## config.mk

```make
export PLATFORM = sky130hd
export DESIGN_NAME = alu_core_top
export DESIGN_NICKNAME = d
export VERILOG_FILES = /design/src/rtl/types.sv /design/src/rtl/alu.sv /design/src/rtl/alu_exec.sv /design/src/rtl/alu_regs.sv /design/src/rtl/alu_core_top.sv
export VERILOG_INCLUDE_DIRS = /design/src /design/src/rtl
export SDC_FILE = /design/constraint.sdc
export NUM_CORES = 1
export LEC_CHECK = 0
export ABC_AREA = 1
export BUFFER_PORTS_ARGS = -buffer_cell sky130_fd_sc_hd__buf_2
export CORE_UTILIZATION = 45
export CTS_CLUSTER_SIZE = 8
export DETAILED_ROUTE_END_ITERATION = 10
export GPL_ROUTABILITY_DRIVEN = 0
export PLACE_DENSITY_LB_ADDON = 0.1
export SYNTH_ARGS = -nofsm -noshare
export SYNTH_HDL_FRONTEND = slang
export SYNTH_SLANG_ARGS = --single-unit
```

## constraint.sdc

```tcl
create_clock -name clk -period 3.3 [get_ports clk]
set_clock_uncertainty 0.05 [all_clocks]
set_input_delay 0.33 -clock clk [delete_from_list [all_inputs] [get_ports clk]]
set_output_delay 0.33 -clock clk [all_outputs]
set_load 0.01 [all_outputs]
```

## src/rtl/alu_defs.svh

```systemverilog
`ifndef ALU_DEFS_SVH
`define ALU_DEFS_SVH

// wishbone bus widths
`define ALU_WB_ADR_W        3
`define ALU_WB_DAT_W        16

// register map, r0 to r3 sit at 0 to 3
`define ALU_ADR_FLAGS       4
`define ALU_ADR_CMD         5
`define ALU_ADR_STATUS      6

// command word fields
`define ALU_CMD_OP_LSB      0   // 4-bit operation
`define ALU_CMD_USE_CARRY   4
`define ALU_CMD_DST_LSB     5   // 2-bit dst / a register
`define ALU_CMD_SRC_LSB     7   // 2-bit src / b register

// flag register bits
`define ALU_FLAG_CARRY      0
`define ALU_FLAG_ZERO       1
`define ALU_FLAG_DECIMAL    2

// status register bits
`define ALU_STATUS_BUSY     0

`endif

```

## src/rtl/types.sv

```systemverilog
`default_nettype none

package types;

    // ALU operation codes, as carried in the command word
    typedef enum logic [3:0] {
        ALU_ADD = 4'd0,
        ALU_SUB = 4'd1,
        ALU_CP  = 4'd2,  // subtract, flags only
        ALU_AND = 4'd3,
        ALU_OR  = 4'd4,
        ALU_XOR = 4'd5,
        ALU_RRC = 4'd6,  // rotate right through carry
        ALU_RLC = 4'd7,  // rotate left through carry
        ALU_NOT = 4'd8
    } alu_op;

    // one data nibble of the core
    typedef logic [3:0] nibble_t;

    // selects r0 to r3
    typedef logic [1:0] reg_idx_t;

    // flag register layout
    //   bit 0 carry
    //   bit 1 zero
    //   bit 2 decimal
    typedef logic [2:0] flags_t;

    // execution sequencer states
    typedef enum logic [1:0] {
        EXEC_IDLE  = 2'd0,
        EXEC_RUN   = 2'd1,  // operands latched, alu evaluating
        EXEC_WRITE = 2'd2   // results registered, write-back
    } exec_state_t;

endpackage

`default_nettype wire

```

## src/rtl/alu.sv

```systemverilog
`default_nettype none

module alu (
    input  wire types::alu_op   op,
    input  wire                 op_use_carry,

    input  wire types::nibble_t temp_a,
    input  wire types::nibble_t temp_b,

    input  wire                 flag_carry_in,
    input  wire                 flag_decimal_in,

    output types::nibble_t      out,
    output logic                flag_carry_out,
    output logic                flag_zero_out
);

    logic       cin_add;
    logic       cin_sub;
    logic [4:0] sum;       // bit 4 is the carry
    logic [4:0] sum_adj;
    logic [4:0] diff;      // bit 4 is the borrow
    logic [4:0] diff_adj;

    assign cin_add = op_use_carry & flag_carry_in;
    // CP never takes the incoming carry
    assign cin_sub = (op == types::ALU_SUB) & op_use_carry & flag_carry_in;

    assign sum      = {1'b0, temp_a} + {1'b0, temp_b} + {4'b0, cin_add};
    assign sum_adj  = sum - 5'd10;     // bcd correction
    assign diff     = {1'b0, temp_a} - {1'b0, temp_b} - {4'b0, cin_sub};
    assign diff_adj = diff - 5'd6;     // bcd borrow correction

    always_comb begin
        out            = '0;
        flag_carry_out = flag_carry_in;   // kept unless the op changes it

        case (op)
            types::ALU_ADD: begin
                if (flag_decimal_in && sum >= 5'd10) begin
                    out            = sum_adj[3:0];
                    flag_carry_out = 1'b1;
                end else begin
                    {flag_carry_out, out} = sum;
                end
            end
            types::ALU_SUB, types::ALU_CP: begin
                if (flag_decimal_in && diff[4]) begin
                    out            = diff_adj[3:0];
                    flag_carry_out = 1'b1;
                end else begin
                    {flag_carry_out, out} = diff;
                end
            end
            types::ALU_AND: out = temp_a & temp_b;
            types::ALU_OR:  out = temp_a | temp_b;
            types::ALU_XOR: out = temp_a ^ temp_b;
            types::ALU_RRC: begin
                // carry into bit 3, bit 0 out to carry
                {out, flag_carry_out} = {flag_carry_in, temp_a};
            end
            types::ALU_RLC: begin
                // carry into bit 0, bit 3 out to carry
                {flag_carry_out, out} = {temp_a, flag_carry_in};
            end
            types::ALU_NOT: out = ~temp_a;
            default: out = '0;   // unused codes
        endcase
    end

    assign flag_zero_out = (out == 4'd0);

endmodule

`default_nettype wire

```

## src/rtl/alu_exec.sv

```systemverilog
`default_nettype none

module alu_exec (
    input  wire                 clk,
    input  wire                 rst,

    input  wire                 start,
    input  wire types::alu_op   op,
    input  wire                 use_carry,
    input  wire types::nibble_t opnd_a,
    input  wire types::nibble_t opnd_b,
    input  wire                 carry_in,
    input  wire                 decimal_in,

    output logic                busy,
    output logic                wb_result_valid,
    output types::nibble_t      result,
    output logic                wb_flags_valid,
    output logic                carry_out,
    output logic                zero_out
);

    types::exec_state_t state;

    types::alu_op       op_q;
    logic               use_carry_q;
    types::nibble_t     a_q;
    types::nibble_t     b_q;
    logic               carry_q;
    logic               decimal_q;

    types::nibble_t     alu_out;
    logic               alu_carry;
    logic               alu_zero;

    always_ff @(posedge clk) begin
        if (rst) begin
            state <= types::EXEC_IDLE;
        end else begin
            case (state)
                types::EXEC_IDLE:  if (start) state <= types::EXEC_RUN;
                types::EXEC_RUN:   state <= types::EXEC_WRITE;
                types::EXEC_WRITE: state <= types::EXEC_IDLE;
                default:           state <= types::EXEC_IDLE;
            endcase
        end
    end

    always_ff @(posedge clk) begin
        if (state == types::EXEC_IDLE && start) begin
            op_q        <= op;          // snapshot of the command
            use_carry_q <= use_carry;
            a_q         <= opnd_a;
            b_q         <= opnd_b;
            carry_q     <= carry_in;
            decimal_q   <= decimal_in;
        end
        if (state == types::EXEC_RUN) begin
            result    <= alu_out;
            carry_out <= alu_carry;
            zero_out  <= alu_zero;
        end
    end

    alu u_alu (
        .op              (op_q),
        .op_use_carry    (use_carry_q),
        .temp_a          (a_q),
        .temp_b          (b_q),
        .flag_carry_in   (carry_q),
        .flag_decimal_in (decimal_q),
        .out             (alu_out),
        .flag_carry_out  (alu_carry),
        .flag_zero_out   (alu_zero)
    );

    assign busy            = (state != types::EXEC_IDLE);
    assign wb_flags_valid  = (state == types::EXEC_WRITE);
    assign wb_result_valid = (state == types::EXEC_WRITE) && (op_q != types::ALU_CP); // CP keeps dst

endmodule

`default_nettype wire

```

## src/rtl/alu_regs.sv

```systemverilog
`default_nettype none
`include "alu_defs.svh"

module alu_regs (
    input  wire                       clk,
    input  wire                       rst,

    input  wire                       wb_cyc,
    input  wire                       wb_stb,
    input  wire                       wb_we,
    input  wire  [`ALU_WB_ADR_W-1:0]  wb_adr,
    input  wire  [`ALU_WB_DAT_W-1:0]  wb_dat_w,
    output logic [`ALU_WB_DAT_W-1:0]  wb_dat_r,
    output logic                      wb_ack,

    output logic                      start,
    output types::alu_op              op,
    output logic                      use_carry,
    output types::nibble_t            opnd_a,
    output types::nibble_t            opnd_b,
    output logic                      carry_in,
    output logic                      decimal_in,

    input  wire                       busy,
    input  wire                       wb_result_valid,
    input  wire  types::nibble_t      result,
    input  wire                       wb_flags_valid,
    input  wire                       carry_out,
    input  wire                       zero_out
);

    types::nibble_t  regs [4];     // r0 to r3
    types::flags_t   flags;
    types::alu_op    op_q;
    logic            use_carry_q;
    types::reg_idx_t dst_q;
    types::reg_idx_t src_q;

    logic            bus_req;
    logic            cmd_wr;
    logic            stall;
    logic            bus_wr;
    types::reg_idx_t dst_sel;
    types::reg_idx_t src_sel;

    assign bus_req = wb_cyc & wb_stb;
    assign cmd_wr  = bus_req & wb_we & (wb_adr == `ALU_ADR_CMD);
    assign stall   = cmd_wr & busy;            // hold off a new command
    assign bus_wr  = wb_ack & bus_req & wb_we; // write lands on the ack edge
    assign start   = wb_ack & cmd_wr;

    always_ff @(posedge clk) begin
        if (rst) begin
            wb_ack <= 1'b0;
        end else begin
            wb_ack <= bus_req & ~wb_ack & ~stall; // single cycle ack
        end
    end

    // the command is stored on the same edge that the sequencer samples it,
    // so during start the fields come straight from the bus
    assign op        = start ? types::alu_op'(wb_dat_w[`ALU_CMD_OP_LSB +: 4]) : op_q;
    assign use_carry = start ? wb_dat_w[`ALU_CMD_USE_CARRY] : use_carry_q;
    assign dst_sel   = start ? wb_dat_w[`ALU_CMD_DST_LSB +: 2] : dst_q;
    assign src_sel   = start ? wb_dat_w[`ALU_CMD_SRC_LSB +: 2] : src_q;

    assign opnd_a     = regs[dst_sel];
    assign opnd_b     = regs[src_sel];
    assign carry_in   = flags[`ALU_FLAG_CARRY];
    assign decimal_in = flags[`ALU_FLAG_DECIMAL];

    always_ff @(posedge clk) begin
        if (rst) begin
            for (int i = 0; i < 4; i++) begin
                regs[i] <= '0;
            end
            flags       <= '0;
            op_q        <= types::ALU_ADD;
            use_carry_q <= 1'b0;
            dst_q       <= '0;
            src_q       <= '0;
        end else begin
            if (bus_wr && wb_adr < `ALU_ADR_FLAGS) begin
                regs[wb_adr[1:0]] <= wb_dat_w[3:0];
            end
            if (bus_wr && wb_adr == `ALU_ADR_FLAGS) begin
                flags <= wb_dat_w[2:0];
            end
            if (start) begin
                op_q        <= op;
                use_carry_q <= use_carry;
                dst_q       <= dst_sel;
                src_q       <= src_sel;
            end
            // write-back comes last so it wins over a host write
            if (wb_result_valid) begin
                regs[dst_q] <= result;
            end
            if (wb_flags_valid) begin
                flags[`ALU_FLAG_CARRY] <= carry_out;
                flags[`ALU_FLAG_ZERO]  <= zero_out;
            end
        end
    end

    always_comb begin
        wb_dat_r = '0;
        if (wb_adr < `ALU_ADR_FLAGS) begin
            wb_dat_r[3:0] = regs[wb_adr[1:0]];
        end else begin
            case (wb_adr)
                `ALU_ADR_FLAGS: wb_dat_r[2:0] = flags;
                `ALU_ADR_CMD: begin
                    wb_dat_r[`ALU_CMD_OP_LSB +: 4]  = op_q;
                    wb_dat_r[`ALU_CMD_USE_CARRY]    = use_carry_q;
                    wb_dat_r[`ALU_CMD_DST_LSB +: 2] = dst_q;
                    wb_dat_r[`ALU_CMD_SRC_LSB +: 2] = src_q;
                end
                `ALU_ADR_STATUS: wb_dat_r[`ALU_STATUS_BUSY] = busy;
                default: wb_dat_r = '0;   // unmapped reads as zero
            endcase
        end
    end

endmodule

`default_nettype wire

```

## src/rtl/alu_core_top.sv

```systemverilog
`default_nettype none
`include "alu_defs.svh"

module alu_core_top (
    input  wire                      clk,
    input  wire                      rst,

    input  wire                      wb_cyc,
    input  wire                      wb_stb,
    input  wire                      wb_we,
    input  wire [`ALU_WB_ADR_W-1:0]  wb_adr,
    input  wire [`ALU_WB_DAT_W-1:0]  wb_dat_w,
    output wire [`ALU_WB_DAT_W-1:0]  wb_dat_r,
    output wire                      wb_ack
);

    logic           start;
    types::alu_op   op;
    logic           use_carry;
    types::nibble_t opnd_a;
    types::nibble_t opnd_b;
    logic           carry_in;
    logic           decimal_in;

    logic           busy;
    logic           wb_result_valid;
    types::nibble_t result;
    logic           wb_flags_valid;
    logic           carry_out;
    logic           zero_out;

    alu_regs u_regs (
        .clk (clk), .rst (rst),
        .wb_cyc (wb_cyc), .wb_stb (wb_stb), .wb_we (wb_we), .wb_adr (wb_adr),
        .wb_dat_w (wb_dat_w), .wb_dat_r (wb_dat_r), .wb_ack (wb_ack),
        .start (start), .op (op), .use_carry (use_carry),
        .opnd_a (opnd_a), .opnd_b (opnd_b),
        .carry_in (carry_in), .decimal_in (decimal_in),
        .busy (busy), .wb_result_valid (wb_result_valid), .result (result),
        .wb_flags_valid (wb_flags_valid), .carry_out (carry_out), .zero_out (zero_out)
    );

    alu_exec u_exec (
        .clk (clk), .rst (rst),
        .start (start), .op (op), .use_carry (use_carry),
        .opnd_a (opnd_a), .opnd_b (opnd_b),
        .carry_in (carry_in), .decimal_in (decimal_in),
        .busy (busy), .wb_result_valid (wb_result_valid), .result (result),
        .wb_flags_valid (wb_flags_valid), .carry_out (carry_out), .zero_out (zero_out)
    );

endmodule

`default_nettype wire

```

## Yosys cells after proc, flatten, opt, wreduce, memory -nomap -nowiden

Memory sizes are Yosys's and may differ from the RTL's. A register that Yosys moved wholly into a read port is not among the register bits.
Cells that the tools add are included.

| storage, ports and cells | value |
|---|---|
| word-level logic and storage cells | 104 |
| bits in writable memories | 16 |
| bits in registers | 28 |
| memories kept | 1 |

| operators by class | value |
|---|---|
| muxes and demuxes | 33 |
| reduce and logical (&&, ||, !) cells | 14 |
| eq/ne operators | 15 |
| order comparisons | 2 |
| bitwise gates (word level) | 18 |
| add/sub/neg operators | 6 |

Memory list:

| name | words | bits a word | read ports | clocked after Yosys merged registers in | write ports | line | text |
|---|---|---|---|---|---|---|---|
| u_regs.regs | 4 | 4 | 3 | 2 | 4 | alu_regs.sv:32 | `types::nibble_t regs [4];` |

Operators by type and width:

| cell | number |
|---|---|
| 4-bit one-hot mux with 8 select lines | 1 |
| 4-bit 2-to-1 mux | 6 |
| 4-bit by 3-bit == test with 1-bit output, second input constant | 4 |
| 2-bit 2-to-1 mux | 7 |
| 1-bit 2-to-1 mux | 13 |
| 1-bit AND | 12 |
| 3-bit == test, second input constant | 3 |
| 4-bit by 2-bit == test with 1-bit output, second input constant | 2 |
| 4-bit logical NOT | 2 |
| 2-bit one-hot mux with 2 select lines | 2 |
| 4-bit OR reduction | 2 |
| 1-bit logical AND | 6 |
| 6-bit 2-to-1 mux | 1 |
| 4-bit by 4-bit adder with 5-bit output | 1 |
| 5-bit by 1-bit adder with 5-bit output | 1 |
| 5-bit by 4-bit greater-or-equal comparator with 1-bit output, second input constant | 1 |
| 5-bit 2-to-1 mux | 1 |
| 4-bit by 4-bit subtractor with 5-bit output | 1 |
| 5-bit by 1-bit subtractor with 5-bit output | 1 |
| 4-bit AND | 1 |
| 4-bit by 1-bit == test with 1-bit output, second input constant | 1 |
| 4-bit == test, second input constant | 1 |
| 4-bit by 2-bit != test with 1-bit output, second input constant | 1 |
| 4-bit inverter | 1 |
| 14 further kinds | 16 |

## Longest topological paths before layout

| depth | value |
|---|---|
| depth after elaboration | 9 |
| gate-level depth with buffers | 19 |
| mapped depth without buffers | 19 |

## By module

Synthesis repeated with hierarchy kept, for this count alone.

| unflattened totals | value |
|---|---|
| cells, all modules | 533 |
| area total of the unflattened synthesis | 3866.2 µm² |

Modules (own cells, without submodules):

| module | cells each | times used | area each (µm²) |
|---|---|---|---|
| alu_regs | 308 | 1 | 2031.9 |
| alu | 188 | 1 | 1096.1 |
| alu_exec | 37 | 1 | 738.2 |

## Least setup slack after synthesis

Ideal clock, no wire load.

| path | value |
|---|---|
| kind | register to register |
| start | register u_exec.op_q[2] |
| end | register u_exec.result[2] (data pin) |
| stages on the path, launching flop included | 13 |
| buffers on the path | 0 |
| setup time | 254 ps |
| arrival | 2635 ps |
| setup slack | 360 ps |
| path through | edfxtp_1 nor2_1 nand4_1 fa_1 fa_1 or2_2 nand2_1 ha_1 nand3b_1 nand3_1 nand2_1 nor2_1 inv_1 |

| on the way | value |
|---|---|
| word-level cells in the longest chain between the ends | 7 |
| elaborated cells between the ends (all ways) | 17 |
| classes of those cells | add/sub (2); eq/ne (8); mux (2); bitwise (2); reduce/logical (3) |

Ends and longest elaborated chain:

| element | line | text |
|---|---|---|
| from (decl) | alu_exec.sv:25 | `types::alu_op op_q;` |
| from (signal assigned) | alu_exec.sv:51 | `op_q <= op;` |
| 4-bit by 1-bit == test with 1-bit output | alu.sv:27, alu.sv:38 |  |
| 1-bit AND (2 in a row) | alu.sv:27 | `assign cin_sub = (op == types::ALU_SUB) & op_use_carry & flag_carry_in;` |
| 5-bit by 1-bit subtractor with 5-bit output | alu.sv:31 | `assign diff = {1'b0, temp_a} - {1'b0, temp_b} - {4'b0, cin_sub};` |
| 4-bit by 3-bit subtractor with 4-bit output or 1-bit logical AND (tied branches) | alu.sv:32, alu.sv:48 |  |
| 4-bit 2-to-1 mux | alu.sv:48 | `if (flag_decimal_in && diff[4]) begin` |
| 4-bit one-hot mux with 8 select lines (*) | alu.sv:38 | `case (op)` |
| named net u_exec.alu_out[2] | alu_exec.sv:32 | `types::nibble_t alu_out;` |
| to (signal assigned) | alu_exec.sv:59 | `result <= alu_out;` |
| to (decl) | alu_exec.sv:17 | `output types::nibble_t result,` |

The timed path passes the listed nets; every way through them passes the cells marked *.
A chain may end at the register's enable or synchronous reset.

## Worst setup path in the final report

| path | value |
|---|---|
| start | register u_exec.op_q[2] |
| end | register u_exec.zero_out (data pin) |

| on the way | value |
|---|---|
| word-level cells in the longest chain between the ends | 8 |
| elaborated cells between the ends (all ways) | 18 |
| classes of those cells | add/sub (2); eq/ne (8); mux (2); bitwise (2); reduce/logical (4) |

Ends and longest elaborated chain:

| element | line | text |
|---|---|---|
| 4-bit by 1-bit == test with 1-bit output | alu.sv:27, alu.sv:38 |  |
| 1-bit AND (2 in a row) | alu.sv:27 |  |
| 5-bit by 1-bit subtractor with 5-bit output | alu.sv:31 |  |
| 4-bit by 3-bit subtractor with 4-bit output or 1-bit logical AND (tied branches) | alu.sv:32, alu.sv:48 |  |
| 4-bit 2-to-1 mux | alu.sv:48 |  |
| 4-bit one-hot mux with 8 select lines (*) | alu.sv:38 |  |
| 4-bit logical NOT (*) | alu.sv:71 | `assign flag_zero_out = (out == 4'd0);` |
| named net u_exec.alu_zero | alu_exec.sv:34 | `logic alu_zero;` |
| to (signal assigned) | alu_exec.sv:61 | `zero_out <= alu_zero;` |
| to (decl) | alu_exec.sv:20 | `output logic zero_out` |

Marks and branches as above.

==> flow_summary_export.csv <==
group,metric,value,unit
run_status,status,"completed",
floorplanning,ios,41,
power_and_ir_drop,combinationalPowerShare,0.065,
worst_setup_path,slowest_delay,0.46,ns
finish,fin_util,0.5173,
routing,drt_pass1_iterations,6,
worst_setup_path,end_kind,"flip-flop",
routing,wire_per_inst,15.00,um
finish,instances_no_fill,587,
power_and_ir_drop,power.density,294.9,nW/um^2
timing,layout_worst_path_cycle_share,0.9215,
synth,synth_top_area_frac,0.3142,
routing,drc,0,
synth,yosys_warnings,0,
worst_setup_path,worstPathCellList,"nor2_1 -> nand4_1 -> fa_1 -> fa_1 -> or2_2 -> nand2_1 -> ha_1 -> nand3b_1 -> nand3_1 -> nand2_1 -> nor2_1 -> nand2_1 -> nor2_1",
floorplanning,die-area,8216,um^2
clocking,ctsResizeCount,0,
power_and_ir_drop,pwr-share-seq,0.628,
synth,synth_area_leaders,"edfxtp_1 31%, nand2_1 8.7%, dfxtp_1 8.5%",
grt,grt_pass1_vias,3094,
worst_setup_path,cp.required,3.41,ns
grt,antenna_found_initial,0,
timing,worst_slew_pin_slew,1.018,ns
floorplanning,die_w,90.64,um
floorplanning,initial_core_util,0.4773,
power_and_ir_drop,peakVddDrop,0.0002478,V
power_and_ir_drop,p_clk_frac,0.307,
worst_setup_path,crit_path_top_delay_cell,"fa_1",
worst_setup_path,critPathMaxFanout,3,
timing,fin_crit,3.041,ns
grt,grt_overflow,0,
placed_design,dp_hpwl,7066,um
timing,finalMaxSlewViolations,0,
timing,rsz0062_at_grt,"false",
routing,vias_per_cell,5.373,
synth,seq_area_frac_synth,0.3992,
finish,n_antenna_cell,0,
routing,ant_nets,0,
power_and_ir_drop,power_switching,0.2606,mW
timing,fin_tns_setup,0,ns
synth,synth_ff_type,"edfxtp_1",
synth,avgSynthCellArea,7.703,um^2
floorplanning,rows,31,
synth,ys_ff_latch,52,
routing,drt-initial-drc-count,244,
grt,grt_pass1_wl,14680,um
power_and_ir_drop,power_leakage,1.755,nW
timing,finalSetupViolations,0,
timing,slew_headroom,0.3125,
power_and_ir_drop,intPower,0.8695,mW
finish,areaGrowthSynthToFinish,8.387,%
placed_design,post-place-cells,579,
floorplanning,coreArea,7408,um^2
worst_setup_path,crit_type,"reg -> reg",
timing,hold_viol_final,0,
flow_run,cap_violations,0,
finish,fillers,734,
floorplanning,fp.dieH,90.64,um
synth,async_flop_share,0,
power_and_ir_drop,swShare,0.2306,
routing,via_count,3154,
synth,syn_inst,459,
finish,nets,531,
clocking,postCtsSetupBuffers,0,
worst_setup_path,crit_path_start_kind,"flip-flop",
clocking,holdBufCountCts,0,
clocking,clockBufferDepth,2,
grt,grt_max_degree,19,
min_path,min_path_cells,2,
clocking,numCtsBuffers,5,
clocking,worst_skew_pair.late_latency,0.30,ns
placed_design,portBuffers,26,
timing,fin_ws,0.2589,ns
synth,syn-cell-area,3536,um^2
placed_design,place_ws,0.2705,ns
synth,yosysMostFrequentCell,"nand2_1",
clocking,cts_tree,"done",
synth,synth_top_area_cell,"edfxtp_1",
synth,synth-edff-count,37,
routing,wl,8807,um
clocking,htreeDepth,2,
finish,drive_gt1_frac,0.1045,
clocking,clock-sinks,52,
synth,synth_common_cells,"82 x nand2_1, 73 x inv_1, 62 x nor2_1, 37 x edfxtp_1, 36 x nand3_1",
grt,grtUsageTotal,0.2280,
min_path,worst_hold_path_type,"in -> reg",
clocking,path_clk_slew,0.09,ns
synth,synthDistinctLibCells,39,
worst_setup_path,rr_worst_depth,13,
worst_setup_path,arrival,3.16,ns
clocking,root_buffer,"clkbuf_8",
timing,fmax,328.8,MHz
## worst paths after layout
| check | startpoint | to | slack, ns |
|---|---|---|---|
| max | u_exec.op_q[2] | u_exec.zero_out | 0.26 |
| max reg2reg | u_exec.op_q[2] | u_exec.zero_out | 0.26 |
| min reg2reg | u_exec.state[1] | u_exec.state[1] | 0.43 |
| min | wb_we | u_regs.wb_ack | 0.19 |
## placed cells by master, fill, tap and decap left out, drive strengths merged
master,instances
ha,16
o311ai,2
edfxtp,37
inv,79
nand4,9
a22oi,1
a211oi,1
a2111oi,1
o221ai,2
or2,3
nand2,82
o2111ai,2
o22ai,22
and3,1
nor2,63
clkinv,3
conb,7
a221oi,3
nor3,13
o211ai,1
buf,29
o21ai,39
nand3b,2
fa,4
clkbuf,5
nand3,37
a31oi,1
a21oi,7
and2,1
dfxtp,15
## power by group through the flow
stage	combinational [mW]	sequential, mW	clock, mW
2_1_floorplan	0.0500	0.721	0
5_1_grt	0.0813	0.710	0.387
4_1_cts	0.0738	0.709	0.354
6_report	0.0736	0.709	0.347
3_3_place_gp	0.0728	0.724	0
3_5_place_dp	0.0734	0.724	0
## critical path, delay by kind of cell, from the launching register on
| kind | cells | cell delay [ns] |
|---|---|---|
| DFF | 1 | 0.42 |
| adders and majority gates | 3 | 1.11 |
| and+or+nand+nor | 10 | 1.35 |
## layout make-up
cell class	instances	area (um^2)	area share
clock buffer	5	68.82	0.01796
clock inverter	3	13.76	0.003591
inverter	79	306.5	0.07999
multi-input combinational	320	1755	0.4580
sequential	52	1411	0.3683
tap	99	123.9	0.03232
timing repair buffer	29	152.6	0.03983
## flip-flops by register name (all words and copies together) (netlist names)
| register | cells |
|---|---|
| u_exec.a_q | 4 |
| u_exec.b_q | 4 |
| u_exec.carry_out | 1 |
| u_exec.carry_q | 1 |
| u_exec.decimal_q | 1 |
| u_exec.op_q | 4 |
| u_exec.result | 4 |
| u_exec.state | 2 |
| u_exec.use_carry_q | 1 |
| u_exec.zero_out | 1 |
| u_regs.dst_q | 2 |
| u_regs.flags | 3 |
| u_regs.op_q | 4 |
| u_regs.regs | 16 |
| u_regs.src_q | 2 |
| u_regs.use_carry_q | 1 |
| u_regs.wb_ack | 1 |
## cell families (layout without fill, tap and decap cells)
family          count (synthesis)  after routing  share of synthesized area
simple gates                  211            211                     0.2665
other cells                     1              7                   0.001061
buf+inv                        93            116                     0.1108
flops                          52             52                     0.3992
fa+ha+maj                      20             20                    0.07926
compound gates                 82             82                     0.1433
## metal layers
metal | global-route usage | wire length (um)
met3 | 0.02862 | 568
met4 | 0.1129 | 299
met5 | 0 | 0
met1 | 0.2844 | 3689
met2 | 0.3876 | 4249
## through the flow
stage | area [um^2] | total power [mW] | hold WS [ns]
floorplan | 3558 | 0.7709 | 0.3752
global placement | 3750 | 0.7966 | 0.4040
detailed placement | 3750 | 0.7973 | 0.4136
CTS | 3832 | 1.137 | 0.1785
global route | 3832 | 1.178 | 0.1956
finish | 3832 | 1.130 | 0.1861
Note: power is estimated with default switching activity, not from simulation.
